`src/pdp8_pkg.sv`:
```
`default_nettype none
// ~~~~~~~~~~~~~~~~~~~~~~~~~~~~~~~~~~~~~~~~~~~~~~~~~~~~~~~~~~
// PDP-8 shared types: machine word, opcodes, panel commands
// and the datapath control encodings
// ~~~~~~~~~~~~~~~~~~~~~~~~~~~~~~~~~~~~~~~~~~~~~~~~~~~~~~~~~~

package pdp8_pkg;

  typedef logic [11:0] word_t;

  typedef enum logic [2:0] {
    OP_AND = 3'o0,
    OP_TAD = 3'o1,
    OP_ISZ = 3'o2,
    OP_DCA = 3'o3,
    OP_JMS = 3'o4,
    OP_JMP = 3'o5,
    OP_IOT = 3'o6,
    OP_OPR = 3'o7
  } opcode_t;

  typedef enum logic [1:0] {
    CMD_LOAD_PC,
    CMD_DEPOSIT,
    CMD_RUN
  } panel_cmd_t;

  typedef enum logic [1:0] {AC_NC, AC_AND, AC_TAD, AC_CLEAR} ac_op_t;   // AC and link

  typedef enum logic [2:0] {PC_NC, PC_P1, PC_P2, PC_JMP, PC_SR} pc_op_t;

  typedef enum logic [1:0] {EA_NC, EA_PAGE_ZERO, EA_CURR_PAGE, EA_INDIRECT} ea_op_t;

  typedef enum logic [1:0] {MB_NC, MB_RD, MB_INC, MB_WD} mb_op_t;

  typedef enum logic {AD_PC, AD_EA} addr_sel_t;

  typedef enum logic [1:0] {WD_SR, WD_AC, WD_MB} wdata_sel_t;

  localparam word_t HALT_WORD = 12'o7402;   // Group 2 HLT
  localparam int    MEM_WORDS = 4096;

endpackage

`default_nettype wire

```
`src/run_report.sv`:
```
`timescale 1ns/1ps
`default_nettype none
// ~~~~~~~~~~~~~~~~~~~~~~~~~~~~~~~~~~~~~~~~~~~~~~~~~~~~~~~~~~
// Run report: holds PC, AC and link at halt until accepted
// ~~~~~~~~~~~~~~~~~~~~~~~~~~~~~~~~~~~~~~~~~~~~~~~~~~~~~~~~~~

module run_report (
  input  logic            clock,
  input  logic            resetN,
  input  logic            report_capture,
  input  pdp8_pkg::word_t pc,
  input  pdp8_pkg::word_t ac,
  input  logic            link,
  output logic            report_busy,
  output logic            done_valid,
  input  logic            done_ready,
  output pdp8_pkg::word_t done_pc,
  output pdp8_pkg::word_t done_ac,
  output logic            done_link
);

  always_ff @(posedge clock or negedge resetN) begin
    if (!resetN)
      done_valid <= 1'b0;
    else if (report_capture)
      done_valid <= 1'b1;
    else if (done_ready)
      done_valid <= 1'b0;                               // Report accepted
  end

  always_ff @(posedge clock) begin
    if (report_capture) begin
      done_pc   <= pc;
      done_ac   <= ac;
      done_link <= link;
    end
  end

  assign report_busy = done_valid;

  a_no_overwrite: assert property (@(posedge clock) disable iff (!resetN)
    report_capture |-> !report_busy)
    else $error("Halt report captured over a pending report");

endmodule

`default_nettype wire

```
`config.mk`:
```
export PLATFORM = sky130hd
export DESIGN_NAME = run_report
export DESIGN_NICKNAME = d
export VERILOG_FILES = /design/src/pdp8_pkg.sv /design/src/run_report.sv
export SDC_FILE = /design/constraint.sdc
export NUM_CORES = 1
export LEC_CHECK = 0
export BUFFER_PORTS_ARGS = -buffer_cell sky130_fd_sc_hd__buf_2
export CAP_MARGIN = 15
export CORE_ASPECT_RATIO = 0.6
export CORE_MARGIN = 5
export CORE_UTILIZATION = 35
export DETAILED_ROUTE_END_ITERATION = 8
export PLACE_DENSITY_LB_ADDON = 0.12
export SYNTH_ARGS = -nofsm -noshare
export SYNTH_HDL_FRONTEND = slang
export SYNTH_SLANG_ARGS = --single-unit
```
`constraint.sdc`:
```
create_clock -name clock -period 2.15 [get_ports clock]
set_clock_uncertainty 0.1 [all_clocks]
set_input_delay 0.215 -clock clock [delete_from_list [all_inputs] [get_ports clock]]
set_output_delay 0.215 -clock clock [all_outputs]
set_load 0.005 [all_outputs]
```
==> out/qor.csv <==
stage,metric,value,unit
final_layout,fill count,188,
grt,Overall Global Routing Usage,0.0896,
clocking,Root Driver,clkbuf_8,
floorplanning,DIE WIDTH,71.5,µm
clocking,Num CTS Buffers,3,
floorplanning,Initial Util,0.367,
synthesis,"Avg Cell Area, Syn",27.4,µm²
floorplanning,Die Ht,46.9,µm
route,# DRC,0,
floorplanning,Placeable Area,2160,µm²
pwr,VDD IR max,0.499,mV
sta,"Hold Vio Cnt, Final",0,
synthesis,Syn Inst Count,29,
pwr,Pwr per Cell Area,819,nW/µm²
route,DR iter-0 viols,8,
run_status,status,finished clean,
synthesis,post-synth net total,58,
sta,Fmax,0.907,GHz
final_layout,nets@finish,118,
synthesis,post-synthesis sequential area ratio,0.976,
route,first drt pass iteration count,3,
synthesis,synthesized area,795,µm²
sta,crit path time final,1.10,ns
min_path,Worst Hold Class,primary input to register,
floorplanning,Ports,56,
sta,setup TNS,0,ns
grt,gr ovfl total,0,
flow_run,Max Cap Viol,0,
route,ANT nets after route,0,
sta,relative slew slack,0.644,
placed_design,pre-CTS WS,1.01,ns
route,drt total wl,1.45,mm
grt,first-pass GRT wire length,2.14,mm
clocking,CTS tree,done,
sta,max-slew violation count,0,
pwr,Pleak,0.508,nW
route,DR vias/cell,3.93,
setup_path,WS Path Type,register to output port,
final_layout,share of layout cells above drive strength 1,0.659,
grt,largest net degree at the start of global routing,27,
final_layout,Layout area overhead,45.4,%
setup_path,Arrival @ worst endpoint,0.79,ns
setup_path,CP Capture Type,output port,
placed_design,IO buf count,55,
grt,antenna violations before repair,0,
setup_path,slowest CP cell,dfrtp_1,
setup_path,family with the most delay on the worst path,flip-flops,
sta,Worst Max-Slew Pin Slew,0.533,ns
sta,unrepaired setup endpoints after global routing,no,
synthesis,synthesis-stage register bit count,26,
synthesis,Yosys warning total,0,
setup_path,"slowest stage delay, CP",0.40,ns
clocking,Max Root-Sink Buffers,2,
sta,Tcrit/Tclk final,0.513,
final_layout,Antenna Cells,0,
floorplanning,DIE AREA,3350,µm²
route,average wire per standard cell,12.3,µm
clocking,Sink Count,26,
setup_path,Worst Path Buf+Inv,1,
setup_path,r2r setup slk,1.37,ns
setup_path,Startpoint Class,register,
floorplanning,Rows,13,
setup_path,Critical Path RT,1.84,ns
placed_design,RePlAce Congestion,0.643,
grt,vias in the first global route,476,
clocking,setup bufs post-CTS,0,
setup_path,worst path cell trace,buf_2,
sta,setup slack after layout,1.05,ns
route,via count,464,
clocking,clk slew on worst S/H paths,0.08,ns
clocking,H-tree Lvls,1,
clocking,"Clk Latency, worst-skew pair",0.26,ns
sta,final setup vio count,0,
clocking,post-cts resize count,0,
placed_design,post-detail-place hpwl,1.19,mm
synthesis,Synth cell types,5,
setup_path,"Max FO, Critical Path",3,
[final timing paths]
kind | endpoint | cells after the start | from
setup / recovery | report_busy | 1 | done_valid
hold / removal | done_pc[11] | 1 | pc[11]
setup reg to reg | done_valid | 1 | done_valid
hold reg to reg | done_valid | 1 | done_valid
max in group asynchronous | done_valid | 2 | resetN
min in group asynchronous | done_valid | 2 | resetN
[cell families (layout without fill, tap and decap cells)]
kind of cell,count (synthesis),after routing,share of synthesized area
DFF,26,26,0.976
buffers and inverters,2,61,0.0142
AOI/OAI and AO/OA,1,1,0.00945
[cells in the final DEF, fill, tap and decap left out, drive strengths merged]
master / count
a21o: 1
buf: 55
clkbuf: 4
dfrtp: 1
dlygate4sd3: 1
edfxtp: 25
inv: 1
[Yosys cell counts, drive strengths merged]
cell,instances,area (µm²)
edfxtp,25,751
a21o,1,7.51
buf,1,7.51
dfrtp,1,25.0
inv,1,3.75
[sequential cells by signal, indices dropped and copies added, names as in the netlist]
register	flops
done_valid	1
done_ac	12
done_pc	12
done_link	1
[layout make-up]
class	instances	area, µm²	share of cell area
clock buffer	4	45.0	0.0390
timing repair buffer	56	285	0.247
sequential	26	776	0.672
inverter	1	3.75	0.00325
tap	30	37.5	0.0325
multi-input combinational	1	7.51	0.00650
[through the flow]
stage	instance area, µm²	cells	power [mW]	hold slack, ns	util
after floorplan	795	29	0.630	-0.181	-
after global placement	1100	113	0.699	-0.109	0.508
after detailed placement	1100	113	0.701	-0.107	0.508
after CTS	1150	118	0.960	0.0184	0.534
after global routing	1150	118	0.993	0.0139	0.534
final	1150	118	0.945	0.0273	0.534
[report_power, final]
| group | switching [mW] | leakage [nW] | internal (mW) | total [mW] |
|---|---|---|---|---|
| clock | 0.127 | 0.0228 | 0.132 | 0.259 |
| sequential | 0.00896 | 0.255 | 0.599 | 0.608 |
| combinational | 0.0350 | 0.230 | 0.0444 | 0.0793 |
| total | 0.171 | 0.508 | 0.775 | 0.945 |
[metal layers]
| metal | GRT usage | wire [µm] | vias up |
|---|---|---|---|
| met2 | 0.148 | 718 | 26 |
| met1 | 0.0982 | 547 | 210 |
| li1 | - | - | 228 |
| met5 | 0 | 0 | - |
| met4 | 0.0225 | 0 | 0 |
| met3 | 0.0598 | 185 | 0 |
[timing repair]
action | 4_1_cts | 5_1_grt
hold buffers | 1 | 0
hold endpoints to repair | 1 | 0
setup endpoints to repair | 0 | 0
Note: power is estimated with default switching activity, not from simulation.
