<file path="config.mk">
export PLATFORM = sky130hd
export DESIGN_NAME = panel_intake_flat
export DESIGN_NICKNAME = d
export VERILOG_FILES = /design/src/pdp8_pkg.sv /design/src/pdp8_ifs.sv /design/src/panel_intake.sv /design/src/flat_wrapper.sv
export SDC_FILE = /design/constraint.sdc
export NUM_CORES = 1
export LEC_CHECK = 0
export ABC_AREA = 1
export BUFFER_PORTS_ARGS = -buffer_cell sky130_fd_sc_hd__buf_2
export CAP_MARGIN = 15
export CORE_UTILIZATION = 48
export CTS_CLUSTER_DIAMETER = 60
export DETAILED_ROUTE_END_ITERATION = 12
export GPL_TIMING_DRIVEN = 0
export HOLD_SLACK_MARGIN = 0.1
export PLACE_DENSITY = 0.91
export SYNTH_ARGS = -nofsm -noshare
export SYNTH_HDL_FRONTEND = slang
export SYNTH_SLANG_ARGS = --single-unit
</file>
<file path="constraint.sdc">
create_clock -name clock -period 3.9 [get_ports clock]
set_clock_uncertainty 0.15 [all_clocks]
set_input_delay 0.39 -clock clock [delete_from_list [all_inputs] [get_ports clock]]
set_output_delay 0.39 -clock clock [all_outputs]
set_load 0.1 [all_outputs]
</file>
<file path="src/pdp8_pkg.sv">
`default_nettype none
// ~~~~~~~~~~~~~~~~~~~~~~~~~~~~~~~~~~~~~~~~~~~~~~~~~~~~~~~~~~
// PDP-8 shared types: machine word, opcodes, panel commands
// and the datapath control encodings
// ~~~~~~~~~~~~~~~~~~~~~~~~~~~~~~~~~~~~~~~~~~~~~~~~~~~~~~~~~~

package pdp8_pkg;

  typedef logic [11:0] word_t;

  typedef enum logic [2:0] {
    OP_AND = 3'o0,
    OP_TAD = 3'o1,
    OP_ISZ = 3'o2,
    OP_DCA = 3'o3,
    OP_JMS = 3'o4,
    OP_JMP = 3'o5,
    OP_IOT = 3'o6,
    OP_OPR = 3'o7
  } opcode_t;

  typedef enum logic [1:0] {
    CMD_LOAD_PC,
    CMD_DEPOSIT,
    CMD_RUN
  } panel_cmd_t;

  typedef enum logic [1:0] {AC_NC, AC_AND, AC_TAD, AC_CLEAR} ac_op_t;   // AC and link

  typedef enum logic [2:0] {PC_NC, PC_P1, PC_P2, PC_JMP, PC_SR} pc_op_t;

  typedef enum logic [1:0] {EA_NC, EA_PAGE_ZERO, EA_CURR_PAGE, EA_INDIRECT} ea_op_t;

  typedef enum logic [1:0] {MB_NC, MB_RD, MB_INC, MB_WD} mb_op_t;

  typedef enum logic {AD_PC, AD_EA} addr_sel_t;

  typedef enum logic [1:0] {WD_SR, WD_AC, WD_MB} wdata_sel_t;

  localparam word_t HALT_WORD = 12'o7402;   // Group 2 HLT
  localparam int    MEM_WORDS = 4096;

endpackage

`default_nettype wire

</file>
<file path="src/pdp8_ifs.sv">
`timescale 1ns/1ps
`default_nettype none
// ~~~~~~~~~~~~~~~~~~~~~~~~~~~~~~~~~~~~~~~~~~~~~~~~~~~~~~~~~~
// Internal buses: panel command, controller/datapath, memory
// ~~~~~~~~~~~~~~~~~~~~~~~~~~~~~~~~~~~~~~~~~~~~~~~~~~~~~~~~~~

interface panel_if;
  import pdp8_pkg::*;

  logic       cmd_valid;
  logic       cmd_ready;
  panel_cmd_t cmd_op;
  word_t      switch_word;

  modport intake     (output cmd_valid, cmd_op, switch_word, input cmd_ready);
  modport controller (input cmd_valid, cmd_op, output cmd_ready);
  modport datapath   (input switch_word);
endinterface


`default_nettype wire

</file>
<file path="src/panel_intake.sv">
`timescale 1ns/1ps
`default_nettype none
// ~~~~~~~~~~~~~~~~~~~~~~~~~~~~~~~~~~~~~~~~~~~~~~~~~~~~~~~~~~
// Panel intake: one-entry command register for the controller
// ~~~~~~~~~~~~~~~~~~~~~~~~~~~~~~~~~~~~~~~~~~~~~~~~~~~~~~~~~~

module panel_intake (
  input  logic                 clock,
  input  logic                 resetN,
  input  logic                 cmd_valid,
  output logic                 cmd_ready,
  input  pdp8_pkg::panel_cmd_t cmd_op,
  input  pdp8_pkg::word_t      switch_word,
  panel_if.intake              panel
);
  import pdp8_pkg::*;

  word_t held_word;
  logic  accept;
  logic  taken;

  assign cmd_ready = !panel.cmd_valid;                  // Empty slot
  assign accept    = cmd_valid && cmd_ready;
  assign taken     = panel.cmd_valid && panel.cmd_ready;

  always_ff @(posedge clock or negedge resetN) begin
    if (!resetN) begin
      panel.cmd_valid <= 1'b0;
    end else if (accept) begin
      panel.cmd_valid <= 1'b1;
    end else if (taken) begin
      panel.cmd_valid <= 1'b0;
    end
  end

  always_ff @(posedge clock) begin
    if (accept) begin
      panel.cmd_op <= cmd_op;
      held_word    <= switch_word;
    end
    if (taken)
      panel.switch_word <= held_word;                   // Word of the command in progress
  end

  a_held_stable: assert property (@(posedge clock) disable iff (!resetN)
    panel.cmd_valid && !panel.cmd_ready |=>
      panel.cmd_valid && $stable(panel.cmd_op) && $stable(held_word))
    else $error("Held panel command changed before the controller took it");

endmodule

`default_nettype wire

</file>
<file path="src/flat_wrapper.sv">
// flat-port wrapper written by rule: the top's interface ports become plain ports
module panel_intake_flat import pdp8_pkg::*;
  (clock, resetN, cmd_valid, cmd_ready, cmd_op, switch_word, panel_cmd_valid, panel_cmd_op, panel_switch_word, panel_cmd_ready);
  panel_if panel_i ();
  input  logic clock;
  input  logic resetN;
  input  logic cmd_valid;
  output logic cmd_ready;
  input  pdp8_pkg::panel_cmd_t cmd_op;
  input  pdp8_pkg::word_t switch_word;
  output wire logic [$bits(panel_i.cmd_valid)-1:0] panel_cmd_valid;
  output wire logic [$bits(panel_i.cmd_op)-1:0] panel_cmd_op;
  output wire logic [$bits(panel_i.switch_word)-1:0] panel_switch_word;
  input wire logic [$bits(panel_i.cmd_ready)-1:0] panel_cmd_ready;
  assign panel_cmd_valid = panel_i.cmd_valid;
  assign panel_cmd_op = panel_i.cmd_op;
  assign panel_switch_word = panel_i.switch_word;
  assign panel_i.cmd_ready = panel_cmd_ready;
  panel_intake u_core (.clock(clock), .resetN(resetN), .cmd_valid(cmd_valid), .cmd_ready(cmd_ready), .cmd_op(cmd_op), .switch_word(switch_word), .panel(panel_i));
endmodule
</file>
==> results.yml <==
placement:
  place.gp.congestion: 0.630
  place_ws_ns: 2.04
  place_hpwl_um: 772
  port-buffer-count: 33
timing:
  maxSlewViolCount: 0
  relSlewSlack_pct: 28.3
  finalSetupViolCount: 0
  fin_tns_setup_ns: 0
  layout_setup_ws_ns: 2.06
  hold_viol: 0
  min_period_ns: 1.84
  worstMarginPinSlew_ns: 1.07
  fmaxAchievable_ghz: 0.545
  finalCritPeriodShare_pct: 47.1
  rsz0062_at_grt: "no"
layout:
  diodes: 0
  register_area_um2: 806
  final_layout_size_suffix_gt1_share_pct: 44.2
  nets: 105
  multi_input_area_um2: 17.5
  fillCellCount: 83
  area_delta_synth_final_pct: 43.3
power:
  swShare_pct: 33.1
  pwr-share-comb_pct: 23.6
  p_sw_uw: 203
  p_seq_share_pct: 57.2
  p_int_uw: 409
  power_density_nw_per_um2: 512
  clkPwrFrac_pct: 19.1
  ir_drop_uv: 324
  p_leak_uw: 0.000488
die:
  die-width_um: 43.7
  core_area_um2: 1560
  dieArea_um2: 1910
  placementRows: 14
  initial_utilization_pct: 53.5
  dieHeight_um: 43.7
  ios: 34
hold_path:
  hold_depth: 3
  hold_path.class: "input pin to register"
job:
  cap_violations: 0
grt:
  grt_antenna_before_repair: 0
  grt_max_degree: 15
  grt_pass1_wl_um: 1700
  gr-total-overflow: 0
  track_usage_pct: 13.0
  grt_pass1_vias: 403
cts:
  post_cts_buffers: 0
  cts_tree: "yes"
  clockRootBuffer: "clkbuf_4"
  h-tree-depth: 1
  cts-hold-fix-buffers: 7
  clock_sinks: 27
  cts_buffers: 3
  clk_transition_reported_paths_ns: 0.14
  ctsResizeCount: 0
  clockBufferDepth: 2
  clock_latency_ns: 0.31
setup_path:
  cp_max_fo: 5
  start_kind: "register"
  crit_required_ns: 3.36
  rr_worst_depth: 1
  cp.arrival_ns: 1.30
  max_stage_delay_ns: 0.46
  end_kind: "output pin"
  cpMaxStageDelayCell: "dfrtp_1"
  path_cells: "inv_1 > buf_2"
  crit_type: "register to output pin"
route:
  ant_nets: 0
  vias: 493
  vias_per_cell: 4.83
  wire_per_inst_um: 16.3
  drc_errors: 4
  first_iter_violations: 17
  drt_pre_antenna_iters: 8
  routed_wl_um: 1660
synth:
  synth_cells: 34
  synth_area_per_cell_um2: 24.5
  ys_ff_latch: 27
  syn_area_um2: 835
  ys_types: 7
  yosysWarnings: 0
  yosys-top-cells-area: "edfxtp_1, dfrtp_1, inv_1"
  synth.top_cell.area_share_pct: 93.6
  synthesis.nets: 52
  seq_area_frac_synth_pct: 96.6
  yosys.area.top_type: "edfxtp_1"
run_status:
  status: "complete, but fails checks"
  violations: "design-rule violations"
[Yosys cell counts]
| cell type | count |
|---|---|
| inv_2 | 1 |
| nand2_1 | 1 |
| edfxtp_1 | 26 |
| nor2_1 | 2 |
| inv_1 | 2 |
| nor2_2 | 1 |
| dfrtp_1 | 1 |
[metal layers]
layer / GRT usage (%) / share of wire (%)
met1: 15.7 / 38
met2: 20.3 / 50
met3: 5.42 / 8.6
met4: 6.25 / 2.9
met5: 0 / 0
[layout by cell type (no fill, tap or decap)]
cell	count
inv_2	1
dfrtp_1	1
buf_2	33
inv_1	2
dlygate4sd3_1	15
clkbuf_1	1
nor2_2	1
clkbuf_4	3
nand2_1	1
nor2_1	2
edfxtp_1	26
[power groups by stage]
stage	Sequential [µW]	Combinational (µW)	Clock, µW
finish	350	145	117
global route	352	149	126
CTS	350	136	111
detailed placement	356	131	0
global placement	355	128	0
floorplan	441	22.4	0
[state kept, by name (all words and copies together) (netlist names)]
register,count
u_core.panel.switch_word,12
u_core.panel.cmd_op,2
u_core.panel.cmd_valid,1
u_core.held_word,12
[final timing paths]
path	startpoint	end	slack, ns
worst max-delay path	u_core.panel.cmd_valid$_DFFE_PN0P_	cmd_ready	2.06
worst min-delay path	cmd_valid	u_core.panel.cmd_valid$_DFFE_PN0P_	0.20
worst min register to register	u_core.held_word[4]$_DFFE_PP_	u_core.panel.switch_word[4]$_DFFE_PP_	0.29
worst max register to register	u_core.panel.cmd_valid$_DFFE_PN0P_	u_core.panel.cmd_op[1]$_DFFE_PP_	2.09
min in group asynchronous	resetN	u_core.panel.cmd_valid$_DFFE_PN0P_	0.25
max in group asynchronous	resetN	u_core.panel.cmd_valid$_DFFE_PN0P_	3.26
[logic make-up (layout without fill, tap and decap cells)]
family / after synthesis / count (layout) / share of synthesized area, %
flip-flops: 27 / 27 / 96.6
buffers and inverters: 3 / 55 / 1.35
AND/OR/NAND/NOR: 4 / 4 / 2.10
[worst max-delay path, delay by kind of cell (launching register included)]
kind,cells,cell delay [ns]
flip-flops,1,0.46
buffers and inverters,2,0.51
[per-stage QoR]
| stage | power (µW) | std cells | instance area (µm²) | util, % | hold WS [ns] |
|---|---|---|---|---|---|
| after floorplan | 463 | 34 | 835 | - | -0.0556 |
| after global placement | 484 | 83 | 1020 | 65.4 | 0.0151 |
| after detailed placement | 487 | 83 | 1020 | 65.4 | 0.0162 |
| after CTS | 597 | 94 | 1120 | 71.6 | 0.101 |
| after global routing | 627 | 102 | 1200 | 76.7 | 0.200 |
| final | 612 | 102 | 1200 | 76.7 | 0.200 |
[layout make-up]
cell class / count / area share, %
multi-input cells: 4 / 1.46
clock buffers: 4 / 2.20
repair buffers: 48 / 26.4
well taps: 16 / 1.67
flip-flops and latches: 27 / 67.4
inverters: 3 / 0.941
No activity file was read; power rests on OpenSTA's default activity.
