--- src/pdp8_pkg.sv ---
`default_nettype none
// ~~~~~~~~~~~~~~~~~~~~~~~~~~~~~~~~~~~~~~~~~~~~~~~~~~~~~~~~~~
// PDP-8 shared types: machine word, opcodes, panel commands
// and the datapath control encodings
// ~~~~~~~~~~~~~~~~~~~~~~~~~~~~~~~~~~~~~~~~~~~~~~~~~~~~~~~~~~

package pdp8_pkg;

  typedef logic [11:0] word_t;

  typedef enum logic [2:0] {
    OP_AND = 3'o0,
    OP_TAD = 3'o1,
    OP_ISZ = 3'o2,
    OP_DCA = 3'o3,
    OP_JMS = 3'o4,
    OP_JMP = 3'o5,
    OP_IOT = 3'o6,
    OP_OPR = 3'o7
  } opcode_t;

  typedef enum logic [1:0] {
    CMD_LOAD_PC,
    CMD_DEPOSIT,
    CMD_RUN
  } panel_cmd_t;

  typedef enum logic [1:0] {AC_NC, AC_AND, AC_TAD, AC_CLEAR} ac_op_t;   // AC and link

  typedef enum logic [2:0] {PC_NC, PC_P1, PC_P2, PC_JMP, PC_SR} pc_op_t;

  typedef enum logic [1:0] {EA_NC, EA_PAGE_ZERO, EA_CURR_PAGE, EA_INDIRECT} ea_op_t;

  typedef enum logic [1:0] {MB_NC, MB_RD, MB_INC, MB_WD} mb_op_t;

  typedef enum logic {AD_PC, AD_EA} addr_sel_t;

  typedef enum logic [1:0] {WD_SR, WD_AC, WD_MB} wdata_sel_t;

  localparam word_t HALT_WORD = 12'o7402;   // Group 2 HLT
  localparam int    MEM_WORDS = 4096;

endpackage

`default_nettype wire

--- src/pdp8_ifs.sv ---
`timescale 1ns/1ps
`default_nettype none
// ~~~~~~~~~~~~~~~~~~~~~~~~~~~~~~~~~~~~~~~~~~~~~~~~~~~~~~~~~~
// Internal buses: panel command, controller/datapath, memory
// ~~~~~~~~~~~~~~~~~~~~~~~~~~~~~~~~~~~~~~~~~~~~~~~~~~~~~~~~~~

interface panel_if;
  import pdp8_pkg::*;

  logic       cmd_valid;
  logic       cmd_ready;
  panel_cmd_t cmd_op;
  word_t      switch_word;

  modport intake     (output cmd_valid, cmd_op, switch_word, input cmd_ready);
  modport controller (input cmd_valid, cmd_op, output cmd_ready);
  modport datapath   (input switch_word);
endinterface

interface cpu_ctrl_if;
  import pdp8_pkg::*;

  ac_op_t     ac_op;
  pc_op_t     pc_op;
  ea_op_t     ea_op;
  mb_op_t     mb_op;
  logic       ir_load;
  addr_sel_t  addr_sel;
  wdata_sel_t wdata_sel;
  word_t      ir;
  word_t      mb;

  modport controller (output ac_op, pc_op, ea_op, mb_op, ir_load, addr_sel, wdata_sel,
                      input  ir, mb);
  modport datapath   (input  ac_op, pc_op, ea_op, mb_op, ir_load, addr_sel, wdata_sel,
                      output ir, mb);
endinterface

interface mem_if;
  import pdp8_pkg::*;

  word_t addr;
  word_t wdata;
  word_t rdata;
  logic  read_enable;
  logic  write_enable;
  logic  finished;

  modport controller (output read_enable, write_enable, input finished);
  modport datapath   (output addr, wdata, input rdata);
  modport memory     (input addr, wdata, read_enable, write_enable, output rdata, finished);
endinterface

`default_nettype wire

--- src/cpu_datapath.sv ---
`timescale 1ns/1ps
`default_nettype none
// ~~~~~~~~~~~~~~~~~~~~~~~~~~~~~~~~~~~~~~~~~~~~~~~~~~~~~~~~~~
// CPU datapath: AC, link, PC, IR, EA and MB registers with
// memory address and write data selection
// ~~~~~~~~~~~~~~~~~~~~~~~~~~~~~~~~~~~~~~~~~~~~~~~~~~~~~~~~~~

module cpu_datapath (
  input  logic            clock,
  input  logic            resetN,
  cpu_ctrl_if.datapath    ctrl,
  mem_if.datapath         mem,
  panel_if.datapath       panel,
  output pdp8_pkg::word_t pc,
  output pdp8_pkg::word_t ac,
  output logic            link
);
  import pdp8_pkg::*;

  word_t       ir;
  word_t       ea;
  word_t       mb;
  logic [12:0] tad_sum;

  assign tad_sum = {1'b0, ac} + {1'b0, mb};             // Bit 12 is the carry out

  always_ff @(posedge clock or negedge resetN) begin
    if (!resetN) begin
      ac   <= '0;
      link <= 1'b0;
      pc   <= '0;
      ir   <= '0;
    end else begin
      case (ctrl.ac_op)
        AC_AND: ac <= ac & mb;
        AC_TAD: begin
          ac   <= tad_sum[11:0];
          link <= link ^ tad_sum[12];                   // Carry complements link
        end
        AC_CLEAR: ac <= '0;
        default: ;
      endcase

      case (ctrl.pc_op)
        PC_P1:  pc <= pc + 12'd1;
        PC_P2:  pc <= pc + 12'd2;
        PC_JMP: pc <= ea;
        PC_SR:  pc <= panel.switch_word;
        default: ;
      endcase

      if (ctrl.ir_load)
        ir <= mem.rdata;
    end
  end

  always_ff @(posedge clock) begin
    case (ctrl.ea_op)
      EA_PAGE_ZERO: ea <= {5'b0, ir[6:0]};
      EA_CURR_PAGE: ea <= {pc[11:7], ir[6:0]};
      EA_INDIRECT:  ea <= mb;                           // Pointer word from memory
      default: ;
    endcase

    case (ctrl.mb_op)
      MB_RD:  mb <= mem.rdata;
      MB_INC: mb <= mb + 12'd1;
      MB_WD:  mb <= mem.wdata;
      default: ;
    endcase
  end

  always_comb begin
    mem.addr = (ctrl.addr_sel == AD_EA) ? ea : pc;
    case (ctrl.wdata_sel)
      WD_SR:   mem.wdata = panel.switch_word;
      WD_MB:   mem.wdata = mb;
      default: mem.wdata = ac;
    endcase
  end

  assign ctrl.ir = ir;
  assign ctrl.mb = mb;

endmodule

`default_nettype wire

--- src/flat_wrapper.sv ---
// flat-port wrapper written by rule: the top's interface ports become plain ports
module cpu_datapath_flat import pdp8_pkg::*;
  (clock, resetN, pc, ac, link, ctrl_ac_op, ctrl_pc_op, ctrl_ea_op, ctrl_mb_op, ctrl_ir_load, ctrl_addr_sel, ctrl_wdata_sel, ctrl_ir, ctrl_mb, mem_addr, mem_wdata, mem_rdata, panel_switch_word);
  cpu_ctrl_if ctrl_i ();
  mem_if mem_i ();
  panel_if panel_i ();
  input  logic clock;
  input  logic resetN;
  output pdp8_pkg::word_t pc;
  output pdp8_pkg::word_t ac;
  output logic link;
  input wire logic [$bits(ctrl_i.ac_op)-1:0] ctrl_ac_op;
  input wire logic [$bits(ctrl_i.pc_op)-1:0] ctrl_pc_op;
  input wire logic [$bits(ctrl_i.ea_op)-1:0] ctrl_ea_op;
  input wire logic [$bits(ctrl_i.mb_op)-1:0] ctrl_mb_op;
  input wire logic [$bits(ctrl_i.ir_load)-1:0] ctrl_ir_load;
  input wire logic [$bits(ctrl_i.addr_sel)-1:0] ctrl_addr_sel;
  input wire logic [$bits(ctrl_i.wdata_sel)-1:0] ctrl_wdata_sel;
  output wire logic [$bits(ctrl_i.ir)-1:0] ctrl_ir;
  output wire logic [$bits(ctrl_i.mb)-1:0] ctrl_mb;
  output wire logic [$bits(mem_i.addr)-1:0] mem_addr;
  output wire logic [$bits(mem_i.wdata)-1:0] mem_wdata;
  input wire logic [$bits(mem_i.rdata)-1:0] mem_rdata;
  input wire logic [$bits(panel_i.switch_word)-1:0] panel_switch_word;
  assign ctrl_i.ac_op = ctrl_ac_op;
  assign ctrl_i.pc_op = ctrl_pc_op;
  assign ctrl_i.ea_op = ctrl_ea_op;
  assign ctrl_i.mb_op = ctrl_mb_op;
  assign ctrl_i.ir_load = ctrl_ir_load;
  assign ctrl_i.addr_sel = ctrl_addr_sel;
  assign ctrl_i.wdata_sel = ctrl_wdata_sel;
  assign ctrl_ir = ctrl_i.ir;
  assign ctrl_mb = ctrl_i.mb;
  assign mem_addr = mem_i.addr;
  assign mem_wdata = mem_i.wdata;
  assign mem_i.rdata = mem_rdata;
  assign panel_i.switch_word = panel_switch_word;
  cpu_datapath u_core (.clock(clock), .resetN(resetN), .ctrl(ctrl_i), .mem(mem_i), .panel(panel_i), .pc(pc), .ac(ac), .link(link));
endmodule
--- config.mk ---
export PLATFORM = sky130hd
export DESIGN_NAME = cpu_datapath_flat
export DESIGN_NICKNAME = d
export VERILOG_FILES = /design/src/pdp8_pkg.sv /design/src/pdp8_ifs.sv /design/src/cpu_datapath.sv /design/src/flat_wrapper.sv
export SDC_FILE = /design/constraint.sdc
export NUM_CORES = 1
export LEC_CHECK = 0
export BUFFER_PORTS_ARGS = -buffer_cell sky130_fd_sc_hd__buf_2
export CELL_PAD_IN_SITES_DETAIL_PLACEMENT = 2
export CELL_PAD_IN_SITES_GLOBAL_PLACEMENT = 2
export CORE_ASPECT_RATIO = 0.5
export CORE_MARGIN = 2
export CORE_UTILIZATION = 32
export CTS_CLUSTER_DIAMETER = 80
export DETAILED_ROUTE_END_ITERATION = 16
export PLACE_DENSITY_LB_ADDON = 0.2
export RECOVER_POWER = 50
export SLEW_MARGIN = 10
export SYNTH_ARGS = -nofsm -noshare
export SYNTH_HDL_FRONTEND = slang
export SYNTH_SLANG_ARGS = --single-unit
export TNS_END_PERCENT = 1
--- constraint.sdc ---
create_clock -name clock -period 2.82 [get_ports clock]
set_clock_uncertainty 0.05 [all_clocks]
set_input_delay 0.564 -clock clock [delete_from_list [all_inputs] [get_ports clock]]
set_output_delay 0.564 -clock clock [all_outputs]
set_load 0.02 [all_outputs]
==> summary.txt <==
Pwr
  – Design Power: 4.05 mW
  – PD cells: between 700 and 800 mW/mm2
  – Combinational group share of total power: approximately two fifths
  – Pint: 2.40 mW
  – Clock share of power: 26.7%
  – Sw power: 1.65 mW
  – Leak: around 2.3 nW
  – Net Sw Frac: 40.8%
  – Reg power frac: 34.1%
  – Max VDD drop: 0.000258 V

Finish
  – Diodes inserted: 0
  – Share of cells above drive strength 1: 27.0%
  – Area Overhead vs Synth: 22.2%
  – Commonest non-fill, non-tap cell in the layout: buf_2
  – Nets: around 640
  – Post-Route Utilization: 40.0%
  – Leading cell types in the layout, fill and taps excluded: buf_2, nand2_1, o21ai_0

Logic synthesis
  – Synthesized area: 0.00442 mm2
  – EDFF count, synth: 24
  – Synth top area share: 20.9%
  – Register area share after synthesis: between 30% and 40%
  – Synth top area cells: dfrtp_1, edfxtp_1, mux2_2
  – Prevailing post-synth register cell: dfrtp_1
  – Synth async-reset ratio: between 60% and 70%
  – Yosys cell types: 55
  – Yosys top cell by area: dfrtp_1
  – Post-Synthesis Cells: 478
  – Mapped Nets: about 530
  – Yosys warns: 0
  – Avg Cell Area, Syn: 9.25 um2
  – Synth Register Bits: 61

CTS
  – CTS Hold Bufs: 0
  – H-tree Lvls: 3
  – Root buffer cell: clkbuf_16
  – # resized after CTS: 0
  – Cts bufs inserted: 9
  – Bufs on Longest Clock Path: 2
  – Worst-Skew Late Latency: 0.33 ns
  – Reg clk slew, reported paths: 0.06 ns
  – Sink Count: 61
  – CTS tree: built
  – Post-CTS Setup Bufs: 0

Routing
  – Final ANT Viol Nets: 0
  – Pre-antenna DRT Iters: 4
  – Vias/cell: approximately 5.4
  – Initial DRC count: ~140
  – Vias: between 4000 and 5000
  – Residual DRC: 0
  – Wire per inst: around 21 um
  – Routed WL: 16300 um

Critical path
  – FF-to-FF End: u_core.ac[9]
  – Worst Setup Start Kind: input port
  – CP Launch Point: ctrl_wdata_sel[1]
  – Reg2reg start: u_core.ctrl.mb[4]
  – Worst Path Required: approximately 2.2 ns
  – Crit-path max FO: 12
  – Critical path class: in2out
  – Reg2reg setup slack: 0.46 ns
  – CP endpoint kind: output port
  – CP endpoint: mem_wdata[6]
  – Data arrival time of the critical path: approximately 1.7 ns
  – Worst reg-to-reg path cell count: 7

Floorplan
  – Initial Util: 32.7%
  – Core Region: between 0.01 and 0.015 mm2
  – Die extent in y: 87.1 um
  – Die Footprint: 0.0148 mm2
  – Cell Rows: 30
  – Die Span X: about 170 um
  – Boundary Pins: 112

GRT
  – Tot GR Track Use: 22.7%
  – First-pass GRT wire length: 25300 um
  – Initial antenna violation count: 0
  – Vias in the first global route: 4243
  – Grt ovf: 0
  – Pin count of the biggest net entering global routing: 25

Place
  – Post-DP HPWL: 12400 um
  – Placer Congestion: approximately 0.81
  – Port Buf Inserts: 111

Worst hold path
  – Hold WC Path Type: in2async

Outcome
  – Status: finished clean

Timing
  – Final worst path period share: 83.5%
  – Slew margin rel.: 32.9%
  – Min cycle time layout: around 2.4 ns
  – Final TNS setup: 0 ns
  – Final setup vio count: 0
  – Maximum clock frequency: 425 MHz
  – Hold WS: around 0.28 ns
  – Endpoints failing hold: 0
  – Worst-margin pin slew: between 1 and 1.5 ns
  – Max Transition Viols Final: 0
  – Unrepaired setup endpoints after global routing: false

Flow run
  – Max-cap viol count: 0
cell type report:
type	instances	area, um2
clock buffers	10	229
clock inverters	6	53.8
fillers	1530	8110
inverters	12	45.0
multi-input cells	381	2620
flip-flops and latches	61	1650
well taps	176	220
repair buffers	119	593
worst min path at each step:
stage | from | to | depth (start not counted)
2_1_floorplan | resetN | u_core.ac[0] | 0
3_3_place_gp | u_core.link | u_core.link | 1
3_5_place_dp | u_core.link | u_core.link | 1
4_1_cts | resetN | u_core.ac[0] | 1
5_1_grt | resetN | u_core.ac[0] | 1
6_report | resetN | u_core.ac[0] | 1
flip-flops by register name (all words and copies together) (netlist names):
register	count
u_core.ctrl.ir	12
u_core.ac	12
u_core.ea	12
u_core.ctrl.mb	12
u_core.link	1
u_core.pc	12
through the flow:
step / cells / setup slack (ns) / area, um2
4_1_cts: 765 / 0.471 / 5430
2_1_floorplan: 478 / 0.671 / 4420
5_1_grt: 765 / 0.271 / 5400
3_5_place_dp: 749 / 0.489 / 5140
3_3_place_gp: 749 / 0.523 / 5140
6_report: 765 / 0.465 / 5400
Yosys cell counts (all sizes together), types with 2 or more instances:
master / instances
or2: 4
nand2b: 8
a21o: 3
edfxtp: 24
o211ai: 3
a22oi: 3
o221ai: 7
nor3b: 7
nand4: 3
dfrtp: 37
mux2i: 24
nand3: 19
xor2: 14
o32ai: 2
o21ai: 43
inv: 12
and3: 7
o21a: 2
o22ai: 6
buf: 13
a311oi: 2
nor3: 6
a21oi: 40
ha: 15
a211oi: 2
mux2: 35
nor2: 37
clkbuf: 11
xnor2: 14
nand2: 45
a221oi: 2
nor2b: 12
a31oi: 3
layer usage:
layer  vias up  GRT usage [%]  wire [um]
met5         -              0          0
met4         0           3.96         92
met3         8           3.27        499
met2        55           38.0       7760
met1      2080           31.7       7970
li1       1958              -          -
power groups by stage:
| stage | Sequential (mW) | Clock (mW) | Combinational, mW |
|---|---|---|---|
| after floorplan | 1.47 | 0 | 0.927 |
| after global placement | 1.38 | 0 | 1.57 |
| after detailed placement | 1.39 | 0 | 1.61 |
| after CTS | 1.38 | 1.10 | 1.62 |
| after global routing | 1.41 | 1.14 | 1.74 |
| final | 1.38 | 1.08 | 1.59 |
logic make-up (layout without fill, tap and decap cells):
group	after synthesis	in the layout	synth area share [%]
simple gates	153	153	17.5
fa+ha+maj	16	16	4.70
mux	59	59	14.3
xor+xnor	28	28	5.54
flops	61	61	37.2
buf+inv	36	147	3.62
compound gates	125	125	17.0
critical path: stages:
cell and delay [ns]:
buf_2 0.37, mux2i_1 0.15, o21ai_0 0.40, buf_2 0.25
(Power assumes the default switching activity.)
