$ cat src/pdp8_pkg.sv
`default_nettype none
// ~~~~~~~~~~~~~~~~~~~~~~~~~~~~~~~~~~~~~~~~~~~~~~~~~~~~~~~~~~
// PDP-8 shared types: machine word, opcodes, panel commands
// and the datapath control encodings
// ~~~~~~~~~~~~~~~~~~~~~~~~~~~~~~~~~~~~~~~~~~~~~~~~~~~~~~~~~~

package pdp8_pkg;

  typedef logic [11:0] word_t;

  typedef enum logic [2:0] {
    OP_AND = 3'o0,
    OP_TAD = 3'o1,
    OP_ISZ = 3'o2,
    OP_DCA = 3'o3,
    OP_JMS = 3'o4,
    OP_JMP = 3'o5,
    OP_IOT = 3'o6,
    OP_OPR = 3'o7
  } opcode_t;

  typedef enum logic [1:0] {
    CMD_LOAD_PC,
    CMD_DEPOSIT,
    CMD_RUN
  } panel_cmd_t;

  typedef enum logic [1:0] {AC_NC, AC_AND, AC_TAD, AC_CLEAR} ac_op_t;   // AC and link

  typedef enum logic [2:0] {PC_NC, PC_P1, PC_P2, PC_JMP, PC_SR} pc_op_t;

  typedef enum logic [1:0] {EA_NC, EA_PAGE_ZERO, EA_CURR_PAGE, EA_INDIRECT} ea_op_t;

  typedef enum logic [1:0] {MB_NC, MB_RD, MB_INC, MB_WD} mb_op_t;

  typedef enum logic {AD_PC, AD_EA} addr_sel_t;

  typedef enum logic [1:0] {WD_SR, WD_AC, WD_MB} wdata_sel_t;

  localparam word_t HALT_WORD = 12'o7402;   // Group 2 HLT
  localparam int    MEM_WORDS = 4096;

endpackage

`default_nettype wire

$ cat src/pdp8_ifs.sv
`timescale 1ns/1ps
`default_nettype none
// ~~~~~~~~~~~~~~~~~~~~~~~~~~~~~~~~~~~~~~~~~~~~~~~~~~~~~~~~~~
// Internal buses: panel command, controller/datapath, memory
// ~~~~~~~~~~~~~~~~~~~~~~~~~~~~~~~~~~~~~~~~~~~~~~~~~~~~~~~~~~

interface panel_if;
  import pdp8_pkg::*;

  logic       cmd_valid;
  logic       cmd_ready;
  panel_cmd_t cmd_op;
  word_t      switch_word;

  modport intake     (output cmd_valid, cmd_op, switch_word, input cmd_ready);
  modport controller (input cmd_valid, cmd_op, output cmd_ready);
  modport datapath   (input switch_word);
endinterface

interface cpu_ctrl_if;
  import pdp8_pkg::*;

  ac_op_t     ac_op;
  pc_op_t     pc_op;
  ea_op_t     ea_op;
  mb_op_t     mb_op;
  logic       ir_load;
  addr_sel_t  addr_sel;
  wdata_sel_t wdata_sel;
  word_t      ir;
  word_t      mb;

  modport controller (output ac_op, pc_op, ea_op, mb_op, ir_load, addr_sel, wdata_sel,
                      input  ir, mb);
  modport datapath   (input  ac_op, pc_op, ea_op, mb_op, ir_load, addr_sel, wdata_sel,
                      output ir, mb);
endinterface

interface mem_if;
  import pdp8_pkg::*;

  word_t addr;
  word_t wdata;
  word_t rdata;
  logic  read_enable;
  logic  write_enable;
  logic  finished;

  modport controller (output read_enable, write_enable, input finished);
  modport datapath   (output addr, wdata, input rdata);
  modport memory     (input addr, wdata, read_enable, write_enable, output rdata, finished);
endinterface

`default_nettype wire

$ cat src/cpu_controller.sv
`timescale 1ns/1ps
`default_nettype none
// ~~~~~~~~~~~~~~~~~~~~~~~~~~~~~~~~~~~~~~~~~~~~~~~~~~~~~~~~~~
// CPU controller: FSM for fetch, decode, EA, execute,
// deposit and halt
// ~~~~~~~~~~~~~~~~~~~~~~~~~~~~~~~~~~~~~~~~~~~~~~~~~~~~~~~~~~

module cpu_controller (
  input  logic           clock,
  input  logic           resetN,
  panel_if.controller    panel,
  cpu_ctrl_if.controller ctrl,
  mem_if.controller      mem,
  input  logic           report_busy,
  output logic           report_capture
);
  import pdp8_pkg::*;

  typedef enum logic [4:0] {
    S_IDLE, S_LD_PC, S_DEP_1, S_DEP_2,
    S_FETCH_1, S_FETCH_2, S_FETCH_3, S_DECODE,
    S_IND_1, S_IND_2, S_IND_3,
    S_AND_1, S_AND_2, S_AND_3,
    S_TAD_1, S_TAD_2, S_TAD_3,
    S_ISZ_1, S_ISZ_2, S_ISZ_3, S_ISZ_4, S_ISZ_5, S_ISZ_6,
    S_DCA_1, S_DCA_2, S_DCA_3,
    S_JMP_1, S_HALT_WAIT, S_HALT_CAP
  } state_t;

  state_t  state;
  state_t  next_state;
  state_t  exec_state;
  opcode_t opcode;
  logic    is_halt;
  logic    is_dropped;

  assign opcode     = opcode_t'(ctrl.ir[11:9]);
  assign is_halt    = (ctrl.ir == HALT_WORD);
  assign is_dropped = (opcode == OP_JMS) || (opcode == OP_IOT) || (opcode == OP_OPR);

  always_comb begin
    case (opcode)                                       // Entry state after EA is known
      OP_AND:  exec_state = S_AND_1;
      OP_TAD:  exec_state = S_TAD_1;
      OP_ISZ:  exec_state = S_ISZ_1;
      OP_DCA:  exec_state = S_DCA_1;
      default: exec_state = S_JMP_1;
    endcase
  end

  always_ff @(posedge clock or negedge resetN) begin
    if (!resetN)
      state <= S_IDLE;
    else
      state <= next_state;
  end

  always_comb begin
    next_state = state;
    case (state)
      S_IDLE: begin
        if (panel.cmd_valid) begin
          case (panel.cmd_op)
            CMD_LOAD_PC: next_state = S_LD_PC;
            CMD_DEPOSIT: next_state = S_DEP_1;
            default:     next_state = S_FETCH_1;
          endcase
        end
      end
      S_LD_PC:   next_state = S_IDLE;
      S_DEP_1:   next_state = S_DEP_2;
      S_DEP_2:   next_state = mem.finished ? S_IDLE : S_DEP_2;
      S_FETCH_1: next_state = S_FETCH_2;
      S_FETCH_2: next_state = mem.finished ? S_FETCH_3 : S_FETCH_2;
      S_FETCH_3: next_state = S_DECODE;
      S_DECODE: begin
        if (is_halt)
          next_state = S_HALT_WAIT;
        else if (is_dropped)
          next_state = S_FETCH_1;                       // Treated as NOP
        else if (ctrl.ir[8])
          next_state = S_IND_1;
        else
          next_state = exec_state;
      end
      S_IND_1:     next_state = S_IND_2;
      S_IND_2:     next_state = mem.finished ? S_IND_3 : S_IND_2;
      S_IND_3:     next_state = exec_state;
      S_AND_1:     next_state = S_AND_2;
      S_AND_2:     next_state = mem.finished ? S_AND_3 : S_AND_2;
      S_TAD_1:     next_state = S_TAD_2;
      S_TAD_2:     next_state = mem.finished ? S_TAD_3 : S_TAD_2;
      S_ISZ_1:     next_state = S_ISZ_2;
      S_ISZ_2:     next_state = mem.finished ? S_ISZ_3 : S_ISZ_2;
      S_ISZ_3:     next_state = S_ISZ_4;
      S_ISZ_4:     next_state = S_ISZ_5;
      S_ISZ_5:     next_state = mem.finished ? S_ISZ_6 : S_ISZ_5;
      S_DCA_1:     next_state = S_DCA_2;
      S_DCA_2:     next_state = mem.finished ? S_DCA_3 : S_DCA_2;
      S_HALT_WAIT: next_state = report_busy ? S_HALT_WAIT : S_HALT_CAP;
      S_HALT_CAP:  next_state = S_IDLE;
      default:     next_state = S_FETCH_1;              // End of AND, TAD, ISZ, DCA, JMP
    endcase
  end

  always_comb begin
    ctrl.ac_op       = AC_NC;
    ctrl.pc_op       = PC_NC;
    ctrl.ea_op       = EA_NC;
    ctrl.mb_op       = MB_NC;
    ctrl.ir_load     = 1'b0;
    ctrl.addr_sel    = AD_PC;
    ctrl.wdata_sel   = WD_AC;
    mem.read_enable  = 1'b0;
    mem.write_enable = 1'b0;
    panel.cmd_ready  = 1'b0;
    report_capture   = 1'b0;
    case (state)
      S_IDLE:  panel.cmd_ready = 1'b1;
      S_LD_PC: ctrl.pc_op = PC_SR;
      S_DEP_1: ctrl.wdata_sel = WD_SR;
      S_DEP_2: begin
        ctrl.wdata_sel   = WD_SR;
        mem.write_enable = 1'b1;
        if (mem.finished)
          ctrl.pc_op = PC_P1;
      end
      S_FETCH_2: mem.read_enable = 1'b1;
      S_FETCH_3: ctrl.ir_load = 1'b1;
      S_DECODE: begin
        if (is_halt || is_dropped)
          ctrl.pc_op = PC_P1;
        else
          ctrl.ea_op = ctrl.ir[7] ? EA_CURR_PAGE : EA_PAGE_ZERO;
      end
      S_IND_1, S_AND_1, S_TAD_1, S_ISZ_1: ctrl.addr_sel = AD_EA;
      S_IND_2, S_AND_2, S_TAD_2, S_ISZ_2: begin
        ctrl.addr_sel   = AD_EA;
        mem.read_enable = 1'b1;
        if (mem.finished)
          ctrl.mb_op = MB_RD;
      end
      S_IND_3: ctrl.ea_op = EA_INDIRECT;
      S_AND_3: begin
        ctrl.ac_op = AC_AND;
        ctrl.pc_op = PC_P1;
      end
      S_TAD_3: begin
        ctrl.ac_op = AC_TAD;
        ctrl.pc_op = PC_P1;
      end
      S_ISZ_3: ctrl.mb_op = MB_INC;
      S_ISZ_4: begin
        ctrl.addr_sel  = AD_EA;
        ctrl.wdata_sel = WD_MB;
      end
      S_ISZ_5: begin
        ctrl.addr_sel    = AD_EA;
        ctrl.wdata_sel   = WD_MB;
        mem.write_enable = 1'b1;
      end
      S_ISZ_6: ctrl.pc_op = (ctrl.mb == '0) ? PC_P2 : PC_P1;   // Skip on wrap to zero
      S_DCA_1: ctrl.addr_sel = AD_EA;
      S_DCA_2: begin
        ctrl.addr_sel    = AD_EA;
        mem.write_enable = 1'b1;
        if (mem.finished)
          ctrl.mb_op = MB_WD;
      end
      S_DCA_3: begin
        ctrl.ac_op = AC_CLEAR;
        ctrl.pc_op = PC_P1;
      end
      S_JMP_1:    ctrl.pc_op = PC_JMP;
      S_HALT_CAP: report_capture = 1'b1;
      default: ;
    endcase
  end

  a_one_enable: assert property (@(posedge clock) disable iff (!resetN)
    !(mem.read_enable && mem.write_enable))
    else $error("Memory read and write requested together");

endmodule

`default_nettype wire

$ cat src/flat_wrapper.sv
// flat-port wrapper written by rule: the top's interface ports become plain ports
module cpu_controller_flat import pdp8_pkg::*;
  (clock, resetN, report_busy, report_capture, panel_cmd_valid, panel_cmd_op, panel_cmd_ready, ctrl_ac_op, ctrl_pc_op, ctrl_ea_op, ctrl_mb_op, ctrl_ir_load, ctrl_addr_sel, ctrl_wdata_sel, ctrl_ir, ctrl_mb, mem_read_enable, mem_write_enable, mem_finished);
  panel_if panel_i ();
  cpu_ctrl_if ctrl_i ();
  mem_if mem_i ();
  input  logic clock;
  input  logic resetN;
  input  logic report_busy;
  output logic report_capture;
  input wire logic [$bits(panel_i.cmd_valid)-1:0] panel_cmd_valid;
  input wire logic [$bits(panel_i.cmd_op)-1:0] panel_cmd_op;
  output wire logic [$bits(panel_i.cmd_ready)-1:0] panel_cmd_ready;
  output wire logic [$bits(ctrl_i.ac_op)-1:0] ctrl_ac_op;
  output wire logic [$bits(ctrl_i.pc_op)-1:0] ctrl_pc_op;
  output wire logic [$bits(ctrl_i.ea_op)-1:0] ctrl_ea_op;
  output wire logic [$bits(ctrl_i.mb_op)-1:0] ctrl_mb_op;
  output wire logic [$bits(ctrl_i.ir_load)-1:0] ctrl_ir_load;
  output wire logic [$bits(ctrl_i.addr_sel)-1:0] ctrl_addr_sel;
  output wire logic [$bits(ctrl_i.wdata_sel)-1:0] ctrl_wdata_sel;
  input wire logic [$bits(ctrl_i.ir)-1:0] ctrl_ir;
  input wire logic [$bits(ctrl_i.mb)-1:0] ctrl_mb;
  output wire logic [$bits(mem_i.read_enable)-1:0] mem_read_enable;
  output wire logic [$bits(mem_i.write_enable)-1:0] mem_write_enable;
  input wire logic [$bits(mem_i.finished)-1:0] mem_finished;
  assign panel_i.cmd_valid = panel_cmd_valid;
  assign panel_i.cmd_op = panel_cmd_op;
  assign panel_cmd_ready = panel_i.cmd_ready;
  assign ctrl_ac_op = ctrl_i.ac_op;
  assign ctrl_pc_op = ctrl_i.pc_op;
  assign ctrl_ea_op = ctrl_i.ea_op;
  assign ctrl_mb_op = ctrl_i.mb_op;
  assign ctrl_ir_load = ctrl_i.ir_load;
  assign ctrl_addr_sel = ctrl_i.addr_sel;
  assign ctrl_wdata_sel = ctrl_i.wdata_sel;
  assign ctrl_i.ir = ctrl_ir;
  assign ctrl_i.mb = ctrl_mb;
  assign mem_read_enable = mem_i.read_enable;
  assign mem_write_enable = mem_i.write_enable;
  assign mem_i.finished = mem_finished;
  cpu_controller u_core (.clock(clock), .resetN(resetN), .panel(panel_i), .ctrl(ctrl_i), .mem(mem_i), .report_busy(report_busy), .report_capture(report_capture));
endmodule
$ cat config.mk
export PLATFORM = sky130hd
export DESIGN_NAME = cpu_controller_flat
export DESIGN_NICKNAME = d
export VERILOG_FILES = /design/src/pdp8_pkg.sv /design/src/pdp8_ifs.sv /design/src/cpu_controller.sv /design/src/flat_wrapper.sv
export SDC_FILE = /design/constraint.sdc
export NUM_CORES = 1
export LEC_CHECK = 0
export BUFFER_PORTS_ARGS = -buffer_cell sky130_fd_sc_hd__buf_2
export CAP_MARGIN = 20
export CORE_ASPECT_RATIO = 0.75
export CORE_MARGIN = 2
export CORE_UTILIZATION = 52
export CTS_CLUSTER_SIZE = 14
export DETAILED_ROUTE_END_ITERATION = 10
export PLACE_DENSITY_LB_ADDON = 0.05
export SKIP_LAST_GASP = 1
export SYNTH_ARGS = -nofsm -noshare
export SYNTH_HDL_FRONTEND = slang
export SYNTH_SLANG_ARGS = --single-unit
$ cat constraint.sdc
create_clock -name clock -period 2.7 [get_ports clock]
set_input_delay 0.54 -clock clock [delete_from_list [all_inputs] [get_ports clock]]
set_output_delay 0.54 -clock clock [all_outputs]
set_load 0.03 [all_outputs]
==> impl_metrics.ini <==
[synth]
synthArstFlopShare_pct = 100
synth.top_cells.by_count = nand2_1 (16), o21ai_0 (16), nor2_1 (11)
synthTopCellsByArea = dfrtp_1 (11%), o21ai_0 (7.1%), nand2_1 (5.3%)
synth_cell_types = 50
postSynthAreaPerCell_um2 = 6.63
synth_largest_area_cell = dfrtp_1
synth_top_area_share_pct = 11.1
synth_warnings = 0
synth-seq-cells = 5
synthesis.area_um2 = 1130
syn_inst = 170
synth-edff-count = 0
seq_area_frac_synth_pct = 11.1
synth_fp_nets = 201
synth_ff_type = dfrtp_1

[drt]
remaining_drc_errors = 0
drt-total-wl_um = 3460
dr_total_vias = 1471
wire_per_inst_um = 14.7
drt_first_pass_iters = 5
vias_per_cell = 6.23
drtIter0Drc = 168
ant_nets = 0

[setup_path]
cpPeakStageDelay_ns = 0.64
critPathRequiredTime_ns = 2.16
worst_setup_path_start_kind = flip-flop
crit_buf_inv = 1
cp_max_fo = 14
path_class = reg2out
path_cells = nand2_1, o32a_1, o221ai_1, o31ai_1, o21ai_0, buf_2
endpoint_kind = output port
slowest_stage = dfrtp_1
cp.arrival_ns = 1.97
critPathTopFamily = flip-flops

[timing]
setup_violations = 0
period_minus_slack_ns = 2.51
max_slew_margin_pct = 64.4
fmax_mhz = 398
worst_slack_ns = 0.188
rsz0062_at_grt = false
fin_setup_tns_ns = 0
finalHoldViolations = 0
finClkSkew_ns = 0.00500
drv_slew = 0
worst_pin_slew_ns = 0.534
period_share_pct = 93.0

[cells_and_area]
fill_cells = 189
fin_area_um2 = 1390
drive_gt1_share_pct = 29.7
area.growth.synth_to_final_pct = 23.5
n_antenna_cell = 0
largest_register_ffs = 5
top_regs = u_core.state (5)
nets = 244
instances_no_fill = 236
largest_register = u_core.state

[clock_tree]
h-tree-depth = 1
clkTransAtPathRegs_ns = 0.05
clkLatencyLatePin_ns = 0.24
cts_tree = built
ctsRootBufferMaster = clkbuf_4
clockBufferDepth = 2
cts_hold_buf = 0
numClockSinks = 5
cts_buffers = 3

[pwr]
total_power_mw = 1.50
p_leak_nw = 0.599
pwr_density_cell_nw_per_um2 = 1080
ir_drop_uv = 1000

[floorplan]
row_count = 14
fp.dieH_um = 44.3
io_pins = 48
core_area_um2 = 2030
initial_core_util_pct = 55.5
fp.dieW_um = 57.8
die-area_um2 = 2560

[job]
maxCapViolCount = 0

[grt]
first_global_vias = 1281
gr-total-overflow = 0
antenna_found_initial = 0
grt_pass1_wl_um = 5780
grt_max_degree = 32
grt_use_total_pct = 28.4

[place]
place_inst = 232
place_area_um2 = 1370
pre_cts_slack_ns = 0.376
port_buffers = 47
dp_hpwl_um = 2640
gp_congestion = 0.962

[status]
status = completed

[min_path]
hold_class = in2async
layout by cell type, fill, tap and decap left out, types with 4 or more instances in the layout:
cell type,n
buf_2,47
nand2_1,16
o21ai_0,16
nor2_1,11
nor3_1,9
nand2b_1,7
nor2b_1,7
a31oi_1,7
buf_4,7
nor4_1,6
inv_1,6
a211oi_1,6
nor3b_1,5
a21oi_1,5
nand4_1,4
dfrtp_1,4
routing by layer:
| metal | share of wire, % | track usage, % | wire, µm |
|---|---|---|---|
| met1 | 45 | 42.0 | 1550 |
| met2 | 45 | 42.7 | 1550 |
| met3 | 10 | 4.97 | 354 |
| met4 | 0.26 | 7.44 | 9 |
| met5 | 0 | 0 | 0 |
worst paths after layout:
check / cells past startpoint / to / from / slack (ns)
max: 6 / ctrl_pc_op[0] / u_core.state[3] / 0.19
min: 1 / u_core.state[4] / resetN / 0.10
max reg2reg: 6 / u_core.state[1] / u_core.state[0] / 0.54
min reg2reg: 3 / u_core.state[4] / u_core.state[2] / 0.72
max in group asynchronous: 1 / u_core.state[1] / resetN / 2.46
min in group clock: 3 / u_core.state[2] / panel_cmd_valid / 0.59
cell families after synthesis:
kind of cell,count (synthesis),synth area share [%]
simple gates,83,43.1
xor+xnor,4,3.11
buf+inv,23,9.88
compound gates,55,32.9
flops,5,11.1
report_power, final:
part	internal, mW	leakage [nW]	total (mW)	switching (mW)
logic	0.447	0.521	1.18	0.730
clock network	0.0559	0.0150	0.0872	0.0313
registers	0.111	0.0625	0.236	0.125
total	0.614	0.599	1.50	0.886
through the flow:
stage | util, % | hold WS, ns
floorplan | - | 0.244
global placement | 67.2 | 0.352
detailed placement | 67.2 | 0.358
CTS | 68.5 | 0.105
global route | 68.5 | 0.106
finish | 68.5 | 0.102
layout make-up:
cell class | instances | area (µm²) | share of cell area (%)
clock buffer | 4 | 26.3 | 1.89
inverter | 7 | 31.3 | 2.25
multi-input combinational | 142 | 891 | 64.0
sequential | 5 | 126 | 9.07
tap | 24 | 30.0 | 2.16
timing repair buffer | 54 | 288 | 20.7
what timing repair did:
item                       4_1_cts  5_1_grt
resized for setup                0        1
setup buffers                    0        0
setup endpoints to repair        0        1
Note: power is estimated with default switching activity, not from simulation.
